File: src/design/pm_consts.svh
// ****************************************
// P-M sequencer word, register, counter
// and instruction field widths
// ****************************************

`ifndef PM_CONSTS_SVH
`define PM_CONSTS_SVH

// data path widths
`define PM_WORD_W 16
`define PM_REG_W 3
`define PM_LK_W 4
`define PM_MC_W 2

// instruction field positions
`define PM_CL_W 3
`define PM_CL_LSB 13
`define PM_RA_LSB 10
`define PM_RB_LSB 7
`define PM_IND_BIT 6
`define PM_MC_LSB 4
`define PM_LK_LSB 0

`endif

File: src/design/pm_pkg.sv
// ****************************************
// P-M sequencer shared types: states,
// instruction classes, panel and W-bus ops
// ****************************************

package pm_pkg;

	// main loop states
	typedef enum logic [2:0] {
		ST_WAIT,
		ST_P0,
		ST_P1,
		ST_P2,
		ST_P3,
		ST_P4,
		ST_P5,
		ST_INT
	} pm_state_t;

	// instruction class, from the top three word bits
	typedef enum logic [2:0] {
		CL_REG,
		CL_MEM,
		CL_SHIFT,
		CL_GROUP,
		CL_IO,
		CL_JUMP,
		CL_HALT,
		CL_NOP
	} instr_class_t;

	// control panel commands
	typedef enum logic [2:0] {
		PNL_NONE, PNL_START, PNL_STOP, PNL_CYCLE, PNL_LOAD
	} panel_op_t;

	// W bus destination microoperations
	typedef enum logic [2:0] {
		WOP_NONE, WOP_R, WOP_AC, WOP_AR, WOP_IC
	} w_op_t;

endpackage

File: src/design/pm_panel_regs.sv
// ****************************************
// control panel flags: start, wait, single
// cycle and pending register load
// ****************************************

`timescale 1ns/100ps

`include "pm_consts.svh"

module pm_panel_regs (
	input  logic                   setwp,
	input  logic                   __m77,
	input  logic                   panel_stb,
	input  pm_pkg::panel_op_t      panel_op,
	input  logic [`PM_REG_W-1:0]   panel_reg,
	input  logic                   load_done,
	input  logic                   halt_seen,
	input  logic                   cycle_end,
	output logic                   go,
	output logic                   single,
	output logic                   load_req,
	output logic                   run,
	output logic                   wait_flag,
	output logic [`PM_REG_W-1:0]   panel_reg_q
);

	logic start_q;
	logic wait_q;
	logic single_q;
	logic load_q;

	// a panel command overrides a sequencer event in the same cycle
	always_ff @(posedge setwp or posedge __m77) begin
		if (__m77) begin
			start_q <= 1'b0;
			wait_q <= 1'b0;
			single_q <= 1'b0;
			load_q <= 1'b0;
		end else begin
			if (cycle_end)
				start_q <= 1'b0;
			if (halt_seen)
				wait_q <= 1'b1;
			if (load_done)
				load_q <= 1'b0;
			if (panel_stb) begin
				case (panel_op)
					pm_pkg::PNL_START: begin
						start_q <= 1'b1;
						wait_q <= 1'b0;
						single_q <= 1'b0;
					end
					pm_pkg::PNL_CYCLE: begin
						start_q <= 1'b1;
						single_q <= 1'b1;
					end
					// go drops at once and the running instruction still completes
					pm_pkg::PNL_STOP: start_q <= 1'b0;
					pm_pkg::PNL_LOAD: load_q <= 1'b1;
					default: ;
				endcase
			end
		end
	end

	// register index latched by a panel load
	always_ff @(posedge setwp) begin
		if (panel_stb && panel_op == pm_pkg::PNL_LOAD)
			panel_reg_q <= panel_reg;
	end

	assign go = start_q & ~wait_q;
	assign run = start_q & ~wait_q;
	assign single = single_q;
	assign load_req = load_q;
	assign wait_flag = wait_q;

endmodule

File: src/design/pm_counters.sv
// ****************************************
// premodification, group and step counters
// ****************************************

`timescale 1ns/100ps

`include "pm_consts.svh"

module pm_counters (
	input  logic                  setwp,
	input  logic                  __m77,
	input  logic                  mc_clr,
	input  logic                  mc_inc,
	input  logic                  lg_clr,
	input  logic                  lg_inc,
	input  logic                  lk_load,
	input  logic                  lk_dec,
	input  logic [`PM_LK_W-1:0]   lk_init,
	output logic [`PM_MC_W-1:0]   mc,
	output logic [1:0]            lg,
	output logic                  lk_zero
);

	logic [`PM_LK_W-1:0] lk;

	// premodification counter
	always_ff @(posedge setwp or posedge __m77) begin
		if (__m77)
			mc <= '0;
		else if (mc_clr)
			mc <= '0;
		else if (mc_inc)
			mc <= mc + 1'b1;
	end

	// group counter walking the register group
	always_ff @(posedge setwp or posedge __m77) begin
		if (__m77)
			lg <= 2'd0;
		else if (lg_clr)
			lg <= 2'd0;
		else if (lg_inc)
			lg <= lg + 2'd1;
	end

	// step counter loaded from the shift field and counted down
	always_ff @(posedge setwp or posedge __m77) begin
		if (__m77)
			lk <= '0;
		else if (lk_load)
			lk <= lk_init;
		else if (lk_dec && !lk_zero)
			lk <= lk - 1'b1;
	end

	assign lk_zero = (lk == '0);

endmodule

File: src/design/pm_bus_decode.sv
// ****************************************
// general register selector and W bus
// microoperation decode
// ****************************************

`timescale 1ns/100ps

`include "pm_consts.svh"

module pm_bus_decode (
	input  pm_pkg::pm_state_t       state,
	input  logic [`PM_WORD_W-1:0]   ir,
	input  logic                    in_group,
	input  logic [1:0]              lg,
	input  logic [`PM_REG_W-1:0]    panel_reg_q,
	output logic [`PM_REG_W-1:0]    reg_sel,
	output pm_pkg::w_op_t           w_op
);

	pm_pkg::instr_class_t ir_class;
	logic [`PM_REG_W-1:0] reg_a;
	logic [`PM_REG_W-1:0] reg_b;

	assign ir_class = pm_pkg::instr_class_t'(ir[`PM_CL_LSB +: `PM_CL_W]);
	assign reg_a = ir[`PM_RA_LSB +: `PM_REG_W];
	assign reg_b = ir[`PM_RB_LSB +: `PM_REG_W];

	always_comb begin
		case (state)
			pm_pkg::ST_P0: reg_sel = panel_reg_q;
			pm_pkg::ST_P3: reg_sel = reg_b;
			pm_pkg::ST_P4: reg_sel = in_group ? {1'b0, lg} : reg_a;
			pm_pkg::ST_P5: reg_sel = reg_a;
			default: reg_sel = '0;
		endcase
	end

	always_comb begin
		w_op = pm_pkg::WOP_NONE;
		case (state)
			pm_pkg::ST_P0: w_op = pm_pkg::WOP_R;
			pm_pkg::ST_P4: begin
				if (in_group)
					w_op = pm_pkg::WOP_R;
			end
			// writeback target by class
			pm_pkg::ST_P5: begin
				case (ir_class)
					pm_pkg::CL_REG, pm_pkg::CL_SHIFT: w_op = pm_pkg::WOP_R;
					pm_pkg::CL_MEM: w_op = pm_pkg::WOP_AR;
					pm_pkg::CL_IO: w_op = pm_pkg::WOP_AC;
					pm_pkg::CL_JUMP: w_op = pm_pkg::WOP_IC;
					default: w_op = pm_pkg::WOP_NONE;
				endcase
			end
			default: w_op = pm_pkg::WOP_NONE;
		endcase
	end

endmodule

File: src/design/pm_sequencer.sv
// ****************************************
// main state sequencer: P0..P5 and INT,
// instruction register, counter commands
// ****************************************

`timescale 1ns/100ps

`include "pm_consts.svh"

module pm_sequencer (
	input  logic                    setwp,
	input  logic                    __m77,
	input  logic                    go,
	input  logic                    single,
	input  logic                    load_req,
	input  logic                    rdt_valid,
	input  logic [`PM_WORD_W-1:0]   rdt,
	input  logic                    irq,
	input  logic [`PM_MC_W-1:0]     mc,
	input  logic [1:0]              lg,
	input  logic                    lk_zero,
	output pm_pkg::pm_state_t       state,
	output logic [`PM_WORD_W-1:0]   ir,
	output logic                    fetch,
	output logic                    instr_done,
	output logic                    irq_ack,
	output logic                    load_done,
	output logic                    halt_seen,
	output logic                    cycle_end,
	output logic                    in_group,
	output logic                    mc_clr,
	output logic                    mc_inc,
	output logic                    lg_clr,
	output logic                    lg_inc,
	output logic                    lk_load,
	output logic                    lk_dec,
	output logic [`PM_LK_W-1:0]     lk_init
);

	pm_pkg::pm_state_t next_state;
	pm_pkg::instr_class_t w_class;
	logic [`PM_WORD_W-1:0] word;
	logic [`PM_MC_W-1:0] w_mc;
	logic [`PM_MC_W-1:0] mc_last;
	logic w_ind;
	logic enter_p4;
	logic end_instr;

	// in P1 the fields come straight off the data bus
	assign word = (state == pm_pkg::ST_P1) ? rdt : ir;
	assign w_class = pm_pkg::instr_class_t'(word[`PM_CL_LSB +: `PM_CL_W]);
	assign w_ind = word[`PM_IND_BIT];
	assign w_mc = word[`PM_MC_LSB +: `PM_MC_W];
	assign mc_last = w_mc - 1'b1;
	assign lk_init = word[`PM_LK_LSB +: `PM_LK_W];

	always_ff @(posedge setwp or posedge __m77) begin
		if (__m77)
			state <= pm_pkg::ST_WAIT;
		else
			state <= next_state;
	end

	always_ff @(posedge setwp) begin
		if (state == pm_pkg::ST_P1 && rdt_valid)
			ir <= rdt;
	end

	always_comb begin
		next_state = state;
		enter_p4 = 1'b0;
		end_instr = 1'b0;
		load_done = 1'b0;
		halt_seen = 1'b0;
		cycle_end = 1'b0;
		mc_clr = 1'b0;
		mc_inc = 1'b0;
		lg_clr = 1'b0;
		lg_inc = 1'b0;
		lk_load = 1'b0;
		lk_dec = 1'b0;
		case (state)
			pm_pkg::ST_WAIT: begin
				if (load_req)
					next_state = pm_pkg::ST_P0;
				else if (go)
					next_state = pm_pkg::ST_P1;
			end
			pm_pkg::ST_P0: begin
				load_done = 1'b1;
				next_state = go ? pm_pkg::ST_P1 : pm_pkg::ST_WAIT;
			end
			pm_pkg::ST_P1: begin
				if (rdt_valid) begin
					if (w_mc != '0) begin
						mc_clr = 1'b1;
						next_state = pm_pkg::ST_P2;
					end else if (w_ind)
						next_state = pm_pkg::ST_P3;
					else
						enter_p4 = 1'b1;
				end
			end
			pm_pkg::ST_P2: begin
				mc_inc = 1'b1;
				if (mc == mc_last) begin
					if (w_ind)
						next_state = pm_pkg::ST_P3;
					else
						enter_p4 = 1'b1;
				end
			end
			pm_pkg::ST_P3: enter_p4 = 1'b1;
			pm_pkg::ST_P4: begin
				case (w_class)
					pm_pkg::CL_SHIFT: begin
						if (lk_zero)
							next_state = pm_pkg::ST_P5;
						else
							lk_dec = 1'b1;
					end
					pm_pkg::CL_GROUP: begin
						if (lg == 2'd3)
							next_state = pm_pkg::ST_P5;
						else
							lg_inc = 1'b1;
					end
					default: next_state = pm_pkg::ST_P5;
				endcase
			end
			pm_pkg::ST_P5: begin
				halt_seen = (w_class == pm_pkg::CL_HALT);
				if (irq)
					next_state = pm_pkg::ST_INT;
				else
					end_instr = 1'b1;
			end
			pm_pkg::ST_INT: end_instr = 1'b1;
			default: next_state = pm_pkg::ST_WAIT;
		endcase

		// counters are primed on the way into execute
		if (enter_p4) begin
			next_state = pm_pkg::ST_P4;
			lk_load = (w_class == pm_pkg::CL_SHIFT);
			lg_clr = (w_class == pm_pkg::CL_GROUP);
		end

		if (end_instr) begin
			cycle_end = single;
			if (go && !single && w_class != pm_pkg::CL_HALT)
				next_state = pm_pkg::ST_P1;
			else
				next_state = pm_pkg::ST_WAIT;
		end
	end

	assign fetch = (state == pm_pkg::ST_P1);
	assign instr_done = (state == pm_pkg::ST_P5);
	assign irq_ack = (state == pm_pkg::ST_INT);
	assign in_group = (state == pm_pkg::ST_P4) && (w_class == pm_pkg::CL_GROUP);

endmodule

File: src/design/pm_top.sv
// ****************************************
// P-M unit top: panel, sequencer, counters
// and bus decoder
// ****************************************

`timescale 1ns/100ps

`include "pm_consts.svh"

module pm_top (
	input  logic                    setwp,
	input  logic                    __m77,
	input  logic                    panel_stb,
	input  pm_pkg::panel_op_t       panel_op,
	input  logic [`PM_REG_W-1:0]    panel_reg,
	input  logic                    rdt_valid,
	input  logic [`PM_WORD_W-1:0]   rdt,
	input  logic                    irq,
	output pm_pkg::pm_state_t       state,
	output logic                    run,
	output logic                    wait_flag,
	output logic                    fetch,
	output logic                    instr_done,
	output logic                    irq_ack,
	output logic [`PM_REG_W-1:0]    reg_sel,
	output pm_pkg::w_op_t           w_op
);

	logic go, single, load_req;
	logic load_done, halt_seen, cycle_end, in_group;
	logic mc_clr, mc_inc, lg_clr, lg_inc, lk_load, lk_dec, lk_zero;
	logic [`PM_LK_W-1:0] lk_init;
	logic [`PM_MC_W-1:0] mc;
	logic [1:0] lg;
	logic [`PM_REG_W-1:0] panel_reg_q;
	logic [`PM_WORD_W-1:0] ir;

	pm_panel_regs u_panel (
		.setwp(setwp), .__m77(__m77), .panel_stb(panel_stb), .panel_op(panel_op),
		.panel_reg(panel_reg), .load_done(load_done), .halt_seen(halt_seen),
		.cycle_end(cycle_end), .go(go), .single(single), .load_req(load_req),
		.run(run), .wait_flag(wait_flag), .panel_reg_q(panel_reg_q)
	);

	pm_sequencer u_seq (
		.setwp(setwp), .__m77(__m77), .go(go), .single(single), .load_req(load_req),
		.rdt_valid(rdt_valid), .rdt(rdt), .irq(irq), .mc(mc), .lg(lg),
		.lk_zero(lk_zero), .state(state), .ir(ir), .fetch(fetch),
		.instr_done(instr_done), .irq_ack(irq_ack), .load_done(load_done),
		.halt_seen(halt_seen), .cycle_end(cycle_end), .in_group(in_group),
		.mc_clr(mc_clr), .mc_inc(mc_inc), .lg_clr(lg_clr), .lg_inc(lg_inc),
		.lk_load(lk_load), .lk_dec(lk_dec), .lk_init(lk_init)
	);

	pm_counters u_cnt (
		.setwp(setwp), .__m77(__m77), .mc_clr(mc_clr), .mc_inc(mc_inc),
		.lg_clr(lg_clr), .lg_inc(lg_inc), .lk_load(lk_load), .lk_dec(lk_dec),
		.lk_init(lk_init), .mc(mc), .lg(lg), .lk_zero(lk_zero)
	);

	pm_bus_decode u_dec (
		.state(state), .ir(ir), .in_group(in_group), .lg(lg),
		.panel_reg_q(panel_reg_q), .reg_sel(reg_sel), .w_op(w_op)
	);

endmodule

File: config.mk
export PLATFORM = sky130hd
export DESIGN_NAME = pm_top
export DESIGN_NICKNAME = d
export VERILOG_FILES = /design/src/design/pm_pkg.sv /design/src/design/pm_panel_regs.sv /design/src/design/pm_counters.sv /design/src/design/pm_bus_decode.sv /design/src/design/pm_sequencer.sv /design/src/design/pm_top.sv
export VERILOG_INCLUDE_DIRS = /design/src /design/src/design
export SDC_FILE = /design/constraint.sdc
export NUM_CORES = 1
export LEC_CHECK = 0
export BUFFER_PORTS_ARGS = -buffer_cell sky130_fd_sc_hd__buf_2
export CORE_MARGIN = 2
export CORE_UTILIZATION = 49
export CTS_CLUSTER_SIZE = 40
export DETAILED_ROUTE_END_ITERATION = 16
export HOLD_SLACK_MARGIN = 0.1
export PLACE_DENSITY = 0.83
export SLEW_MARGIN = 20
export SYNTH_ARGS = -nofsm -noshare
export SYNTH_HDL_FRONTEND = slang
export SYNTH_SLANG_ARGS = --single-unit
File: constraint.sdc
create_clock -name setwp -period 4.3 [get_ports setwp]
set_input_delay 0.86 -clock setwp [delete_from_list [all_inputs] [get_ports setwp]]
set_output_delay 0.86 -clock setwp [all_outputs]
set_load 0.005 [all_outputs]
==> reports/results.ini, run 1 <==
[drt]
final_antenna_net_count=0
drtPass1Iterations=4
wire_per_inst_um=14.7
vias=1517
routed_wl_mm=3.96
viasPerCell=5.62
drc_errors=0
drt_iter0_markers=107

[logic_synthesis]
synthCells=178
synthXorXnorAreaFrac=0.0230
synth_edf_count=19
avgSynthCellArea_um2=10.7
yosysWarnings=0
synth_nets=208
synth_common_cells=edfxtp_1 (19), dfrtp_1 (15), nand2_1 (15), nor2_1 (14), mux2i_1 (11)
synth_area_leaders=edfxtp_1 (30%), dfrtp_1 (20%), mux2i_1 (5.8%)
synth-simple-area-share=0.205
muxShareOfSynthArea=0.0636
synth_top_family_by_area=simple AND/OR/NAND/NOR gates
synth_top_flop_cell=edfxtp_1
async_reset_ff_frac=0.441
synth_fa_ha_area_frac=0.0197
synth_largest_area_cell=edfxtp_1
ys_ff_latch=34
yosys.area.top_type_share=0.299
synth_most_common_cell=edfxtp_1
netlist_area_um2=1910
netlist-cell-type-count=47
yosysSeqAreaShare=0.496
synth_compound_gate_area_share=0.166

[clock_network]
clock-root-buffer=clkbuf_8
cts_resized=0
clk_pin_slew_ns=0.07
cts_max_level=2
post-cts-setup-buffers=0
ctsHoldBuffers=0
numCtsBuffers=5
cts_tree=done
clk_latency_ns=0.29
cts_buffer_depth=2
clkSinkCount=34

[die]
core_um2=3690
ios=41
rows=22
start_util=0.517
die_h_um=66.4
die_width_um=66.4
die_area_um2=4410

[status]
status=finished, final reports clean

[sta]
slew_headroom=0.345
finalSetupTns_ns=0
setup_viol=0
hold_slack_ns=0.521
fin_crit_sh=0.695
min_period_ns=2.99
rsz0062_at_grt=no
hold_viol_final=0
max_clock_freq_mhz=334
skew_ns=0.00772
max_slew.worst_pin.slew_ns=0.975
drv_slew=0

[pwr]
p_leak_uw=0.000933
power_density_nw_per_um2=611
p_comb_frac=0.420
power.switching_uw=531
pwr-share-clk=0.169
ir_worst_vdd_v=0.000344
p_seq_frac=0.411
sw_frac_of_total=0.387
p_int_uw=839

[global_route]
grt_pass1_wl_mm=6.33
antenna_found_initial=0
grt_start_max_net_pins=20
grt_overflow=0
first_global_vias=1414
grtUsageTotal=0.195

[layout]
multi_input_area_um2=910
syn2layout_area_growth_pct=17.7
num-nets-final=251
fin_cells=270
layout-drive-gt1-share=0.252
area.sequential_um2=946
num-fill-cells=317
insertedDiodeCount=0

[critical_path]
reg2regPathDepth=9
crit_path_end_kind=flip-flop
arrival_ns=3.19
rrSetupSlack_ns=1.31
cp_max_fo=18
cp.required_ns=4.50
path_class=flip-flop to flip-flop
crit_path_start_kind=flip-flop

[worst_hold_path]
min_path_cells=1
hold_class=flip-flop to flip-flop

[placement]
place.gp.congestion=0.775
io_buffers=40
place_hpwl_mm=3.07
dp.cells=262

[flow_run]
drv_cap=0

==> cells in the final DEF (no fill, tap or decap), types with 2 or more instances in the layout <==
cell type / netlist / final
nor3_1: 4 / 4
mux2i_1: 11 / 11
a21o_1: 2 / 2
o21ai_0: 6 / 6
nand3b_1: 5 / 5
a21oi_1: 10 / 10
nor2_1: 14 / 14
nand2b_1: 7 / 7
a21boi_0: 2 / 2
a22o_1: 3 / 3
a22oi_1: 4 / 4
o211ai_1: 2 / 2
a221o_1: 2 / 2
inv_1: 8 / 8
clkbuf_8: 0 / 5
a211o_1: 2 / 2
nor2b_1: 8 / 8
edfxtp_1: 19 / 19
dfrtp_1: 15 / 15
xnor2_1: 5 / 5
ha_1: 3 / 3
o31ai_1: 2 / 2
nor4b_1: 2 / 2
nand2_1: 15 / 15
buf_2: 2 / 40
==> sequential cells by signal (all words and copies together), names as in the netlist <==
register	flops
u_cnt.lk	4
u_panel.single	1
u_seq.state	3
u_panel.start_q	1
u_panel.load_req	1
u_cnt.lg	2
u_seq.ir	16
u_panel.panel_reg_q	3
u_panel.wait_flag	1
u_cnt.mc	2
==> power by group through the flow <==
stage | combinational [uW] | clock (uW) | sequential, uW
after global routing | 639 | 253 | 578
after global placement | 559 | 0 | 562
after detailed placement | 573 | 0 | 568
after CTS | 577 | 234 | 561
final | 576 | 231 | 563
after floorplan | 464 | 0 | 516
==> routing by layer <==
layer / wire (um) / GRT usage
met1: 1650 / 0.239
met2: 2010 / 0.325
met3: 208 / 0.0409
met4: 97 / 0.0944
met5: 0 / 0
==> per-stage QoR <==
stage | setup WS, ns | utilization | total power [uW] | instance area, um^2
after floorplan | 1.61 | - | 979 | 1910
after global placement | 1.42 | 0.584 | 1120 | 2150
after detailed placement | 1.30 | 0.584 | 1140 | 2150
after CTS | 1.30 | 0.608 | 1370 | 2240
after global routing | 1.07 | 0.608 | 1470 | 2240
final | 1.31 | 0.608 | 1370 | 2240
==> critical path, stage by stage (launching register included) <==
cell and delay, ns:
dfrtp_1 0.64, nor3b_4 0.25, buf_4 0.24, mux2i_1 0.22, ha_1 0.26, xnor2_1 0.14, nor4b_1 0.21, o21ai_0 0.23
a21oi_1 0.45, mux2i_1 0.24
==> final cells by class <==
| cell class | count | area share |
|---|---|---|
| timing repair buffer | 41 | 0.0926 |
| clock buffer | 5 | 0.0307 |
| inverter | 8 | 0.0134 |
| clock inverter | 3 | 0.00948 |
| tap | 48 | 0.0268 |
| multi-input combinational | 131 | 0.405 |
| sequential | 34 | 0.422 |
==> worst paths after layout <==
| check | startpoint | endpoint |
|---|---|---|
| min in group asynchronous | __m77 | u_panel.load_req |
| max reg2reg | u_seq.state[1] | u_cnt.lk[3] |
| min reg2reg | u_panel.wait_flag | u_panel.wait_flag |
| max | u_seq.state[1] | u_cnt.lk[3] |
| max in group asynchronous | __m77 | u_cnt.lg[0] |
| min | u_panel.wait_flag | u_panel.wait_flag |
==> kinds of logic (layout without fill, tap and decap cells) <==
group	after synthesis	count (layout)
fa+ha+maj	3	3
compound gates	44	44
mux	12	12
xor+xnor	5	5
flops	34	34
simple gates	67	67
buf+inv	13	57
Note: power is estimated with default switching activity, not from simulation.
==> run 2, diff against run 1 <==
--- a/config.mk
+++ b/config.mk
@@ -6,13 +6,14 @@
 export SDC_FILE = /design/constraint.sdc
 export NUM_CORES = 1
 export LEC_CHECK = 0
+export ABC_AREA = 1
 export BUFFER_PORTS_ARGS = -buffer_cell sky130_fd_sc_hd__buf_2
 export CORE_MARGIN = 2
 export CORE_UTILIZATION = 49
 export CTS_CLUSTER_SIZE = 40
 export DETAILED_ROUTE_END_ITERATION = 16
 export HOLD_SLACK_MARGIN = 0.1
-export PLACE_DENSITY = 0.83
+export PLACE_DENSITY = 0.85
 export SLEW_MARGIN = 20
 export SYNTH_ARGS = -nofsm -noshare
 export SYNTH_HDL_FRONTEND = slang
==> constraint.sdc (replaced) <==
create_clock -name setwp -period 2.5 [get_ports setwp]
set_input_delay 0.5 -clock setwp [delete_from_list [all_inputs] [get_ports setwp]]
set_output_delay 0.5 -clock setwp [all_outputs]
set_load 0.005 [all_outputs]
==> reports/results.ini, run 2 <==
[status]
status=finished, final reports clean

[layout]
insertedDiodeCount=0
num-nets-final=321
syn2layout_area_growth_pct=24.2
layout-drive-gt1-share=0.322
final_common_cell=nand2_1
final_util=0.634
largest_reg_flops=16
reg_top3=u_seq.ir (16), u_cnt.lk (4)
layout_common_cells=nand2_1 (55), buf_2 (40), inv_1 (33)
largest-register=u_seq.ir

[logic_synthesis]
synth_common_cells=nand2_1 (55), inv_1 (33), edfxtp_1 (19), nand3_1 (17), nor2_1 (16)
synth_nets=261
ys_ff_latch=34
synth_area_leaders=edfxtp_1 (28%), dfrtp_1 (18%), nand2_1 (10%)
avgSynthCellArea_um2=8.91
synth-simple-area-share=0.329
synthCells=231
synth_edf_count=19
synth_top_family_by_area=simple AND/OR/NAND/NOR gates
muxShareOfSynthArea=0.00486
yosys.area.top_type_share=0.277
yosysSeqAreaShare=0.460
async_reset_ff_frac=0.441
netlist-cell-type-count=38
synth_compound_gate_area_share=0.0809
yosysWarnings=0
synth_most_common_cell=nand2_1
synth_top_flop_cell=edfxtp_1
synth_largest_area_cell=edfxtp_1
netlist_area_um2=2060
synthXorXnorAreaFrac=0.0213
synth_fa_ha_area_frac=0.0182

[drt]
routed_wl_mm=4.65
viasPerCell=5.20
wire_per_inst_um=13.6
drtPass1Iterations=5
drt_iter0_markers=70
final_antenna_net_count=0
drc_errors=0
vias=1780

[die]
ios=41
start_util=0.511
die_width_um=68.8
rows=23
core_um2=4030
die_area_um2=4730
die_h_um=68.8

[placement]
place.gp.congestion=0.901
pre_cts_ws_ns=0.278
place_hpwl_mm=3.31
io_buffers=40

[sta]
hold_viol_final=0
setup_viol=0
drv_slew=0
max_slew.worst_pin.slew_ns=0.609
finalSetupTns_ns=0
fin_crit_sh=0.961
rsz0062_at_grt=yes
skew_ns=0.00539
slew_headroom=0.594
min_period_ns=2.40
setup_ws_ns=0.0987
max_clock_freq_mhz=416
hold_slack_ns=0.268

[clock_network]
cts_tree=done
clk_latency_ns=0.29
cts_buffer_depth=2
numCtsBuffers=5
clk_pin_slew_ns=0.07
ctsHoldBuffers=0
clkSinkCount=34
clock-root-buffer=clkbuf_8
cts_max_level=2

[critical_path]
crit_path_end_kind=flip-flop
arrival_ns=2.58
reg2regPathDepth=11
r2r-start=u_seq.state[2]
r2r_end=u_cnt.lk[0]
rrSetupSlack_ns=0.1
cp.required_ns=2.68
worstSetupStartpoint=u_seq.state[2]
cp_max_fo=7
crit_path_start_kind=flip-flop
path_class=flip-flop to flip-flop

[global_route]
grt_start_max_net_pins=16
grt.busiest_layer=met2
first_global_vias=1633
antenna_found_initial=0
met3_usage=0.0666
grtUsageMet2=0.343
grtUsageTotal=0.207
grt_pass1_wl_mm=7.01
grt_use_met1=0.244
grt_overflow=0

[pwr]
p_leak_uw=0.00134
power_density_nw_per_um2=1180
power_uw=3030
ir_worst_vdd_v=0.000477

[flow_run]
drv_cap=0

[worst_hold_path]
hold_class=input port to asynchronous set/reset pin

==> run 2: changes by cell type in the layout (fill, tap and decap cells not counted), moves of 7 or more <==
cell and change:
inv_1 +25, nand4_1 +7, mux2i_1 -10, nand2_1 +40
nor2b_1 -7, buf_4 +15, nand3_1 +16, nand2_4 +8
nand2b_1 -7
==> run 2: area by class of cell <==
cell class / instances / area, um^2
clock buffer: 5 / 68.8
timing repair buffer: 56 / 320
sequential: 34 / 948
tap: 50 / 62.6
inverter: 39 / 146
multi-input combinational: 155 / 941
fill: 341 / 1470
clock inverter: 3 / 68.8
==> run 2: worst max path at each step <==
stage | to | cells past startpoint | slack [ns]
CTS | reg_sel[1] | 11 | 0.02
global route | u_seq.state[0] | 11 | -0.05
finish | u_cnt.lk[0] | 11 | 0.1
global placement | reg_sel[1] | 12 | 0.28
floorplan | u_seq.state[2] | 12 | 0.37
detailed placement | reg_sel[1] | 12 | 0.28
==> run 2: worst max-delay path: stages, from the launching register on <==
cell     delay [ns]
dfrtp_2        0.45
nor2_4         0.15
nand2_4        0.10
buf_4          0.16
mux2i_1        0.19
ha_1           0.30
xor2_1         0.26
nand4_2        0.23
nand3_4        0.17
nand2_4        0.10
nor2_1         0.13
a21oi_1        0.06
==> run 2: cell families after synthesis <==
| group | after synthesis |
|---|---|
| AOI/OAI and AO/OA | 23 |
| xor gates and xnor gates | 5 |
| adders and majority gates | 3 |
| buffers and inverters | 42 |
| DFF | 34 |
| muxes | 1 |
| and+or+nand+nor | 123 |
==> run 2: per-stage QoR <==
stage,cells,instance area [um^2]
2_1_floorplan,231,2060
3_3_place_gp,321,2310
3_5_place_dp,321,2310
4_1_cts,332,2480
5_1_grt,342,2560
6_report,342,2560
==> run 2: layer usage <==
metal | share of wire | vias to the layer above
met3 | 0.073 | 16
met2 | 0.48 | 63
met5 | 0 | -
met1 | 0.42 | 818
li1 | - | 883
met4 | 0.030 | 0
==> run 2: power breakdown <==
group          leakage (uW)  internal (uW)  switching (uW)
registers          0.000350            761             129
clock network     0.0000683            399             209
logic              0.000922            625             903
==> run 2: timing repair <==
action | in CTS | in global routing
setup endpoints to repair | 3 | 3
setup buffers | 3 | 10
gates resized for setup | 2 | 1
pin swaps | 1 | 4
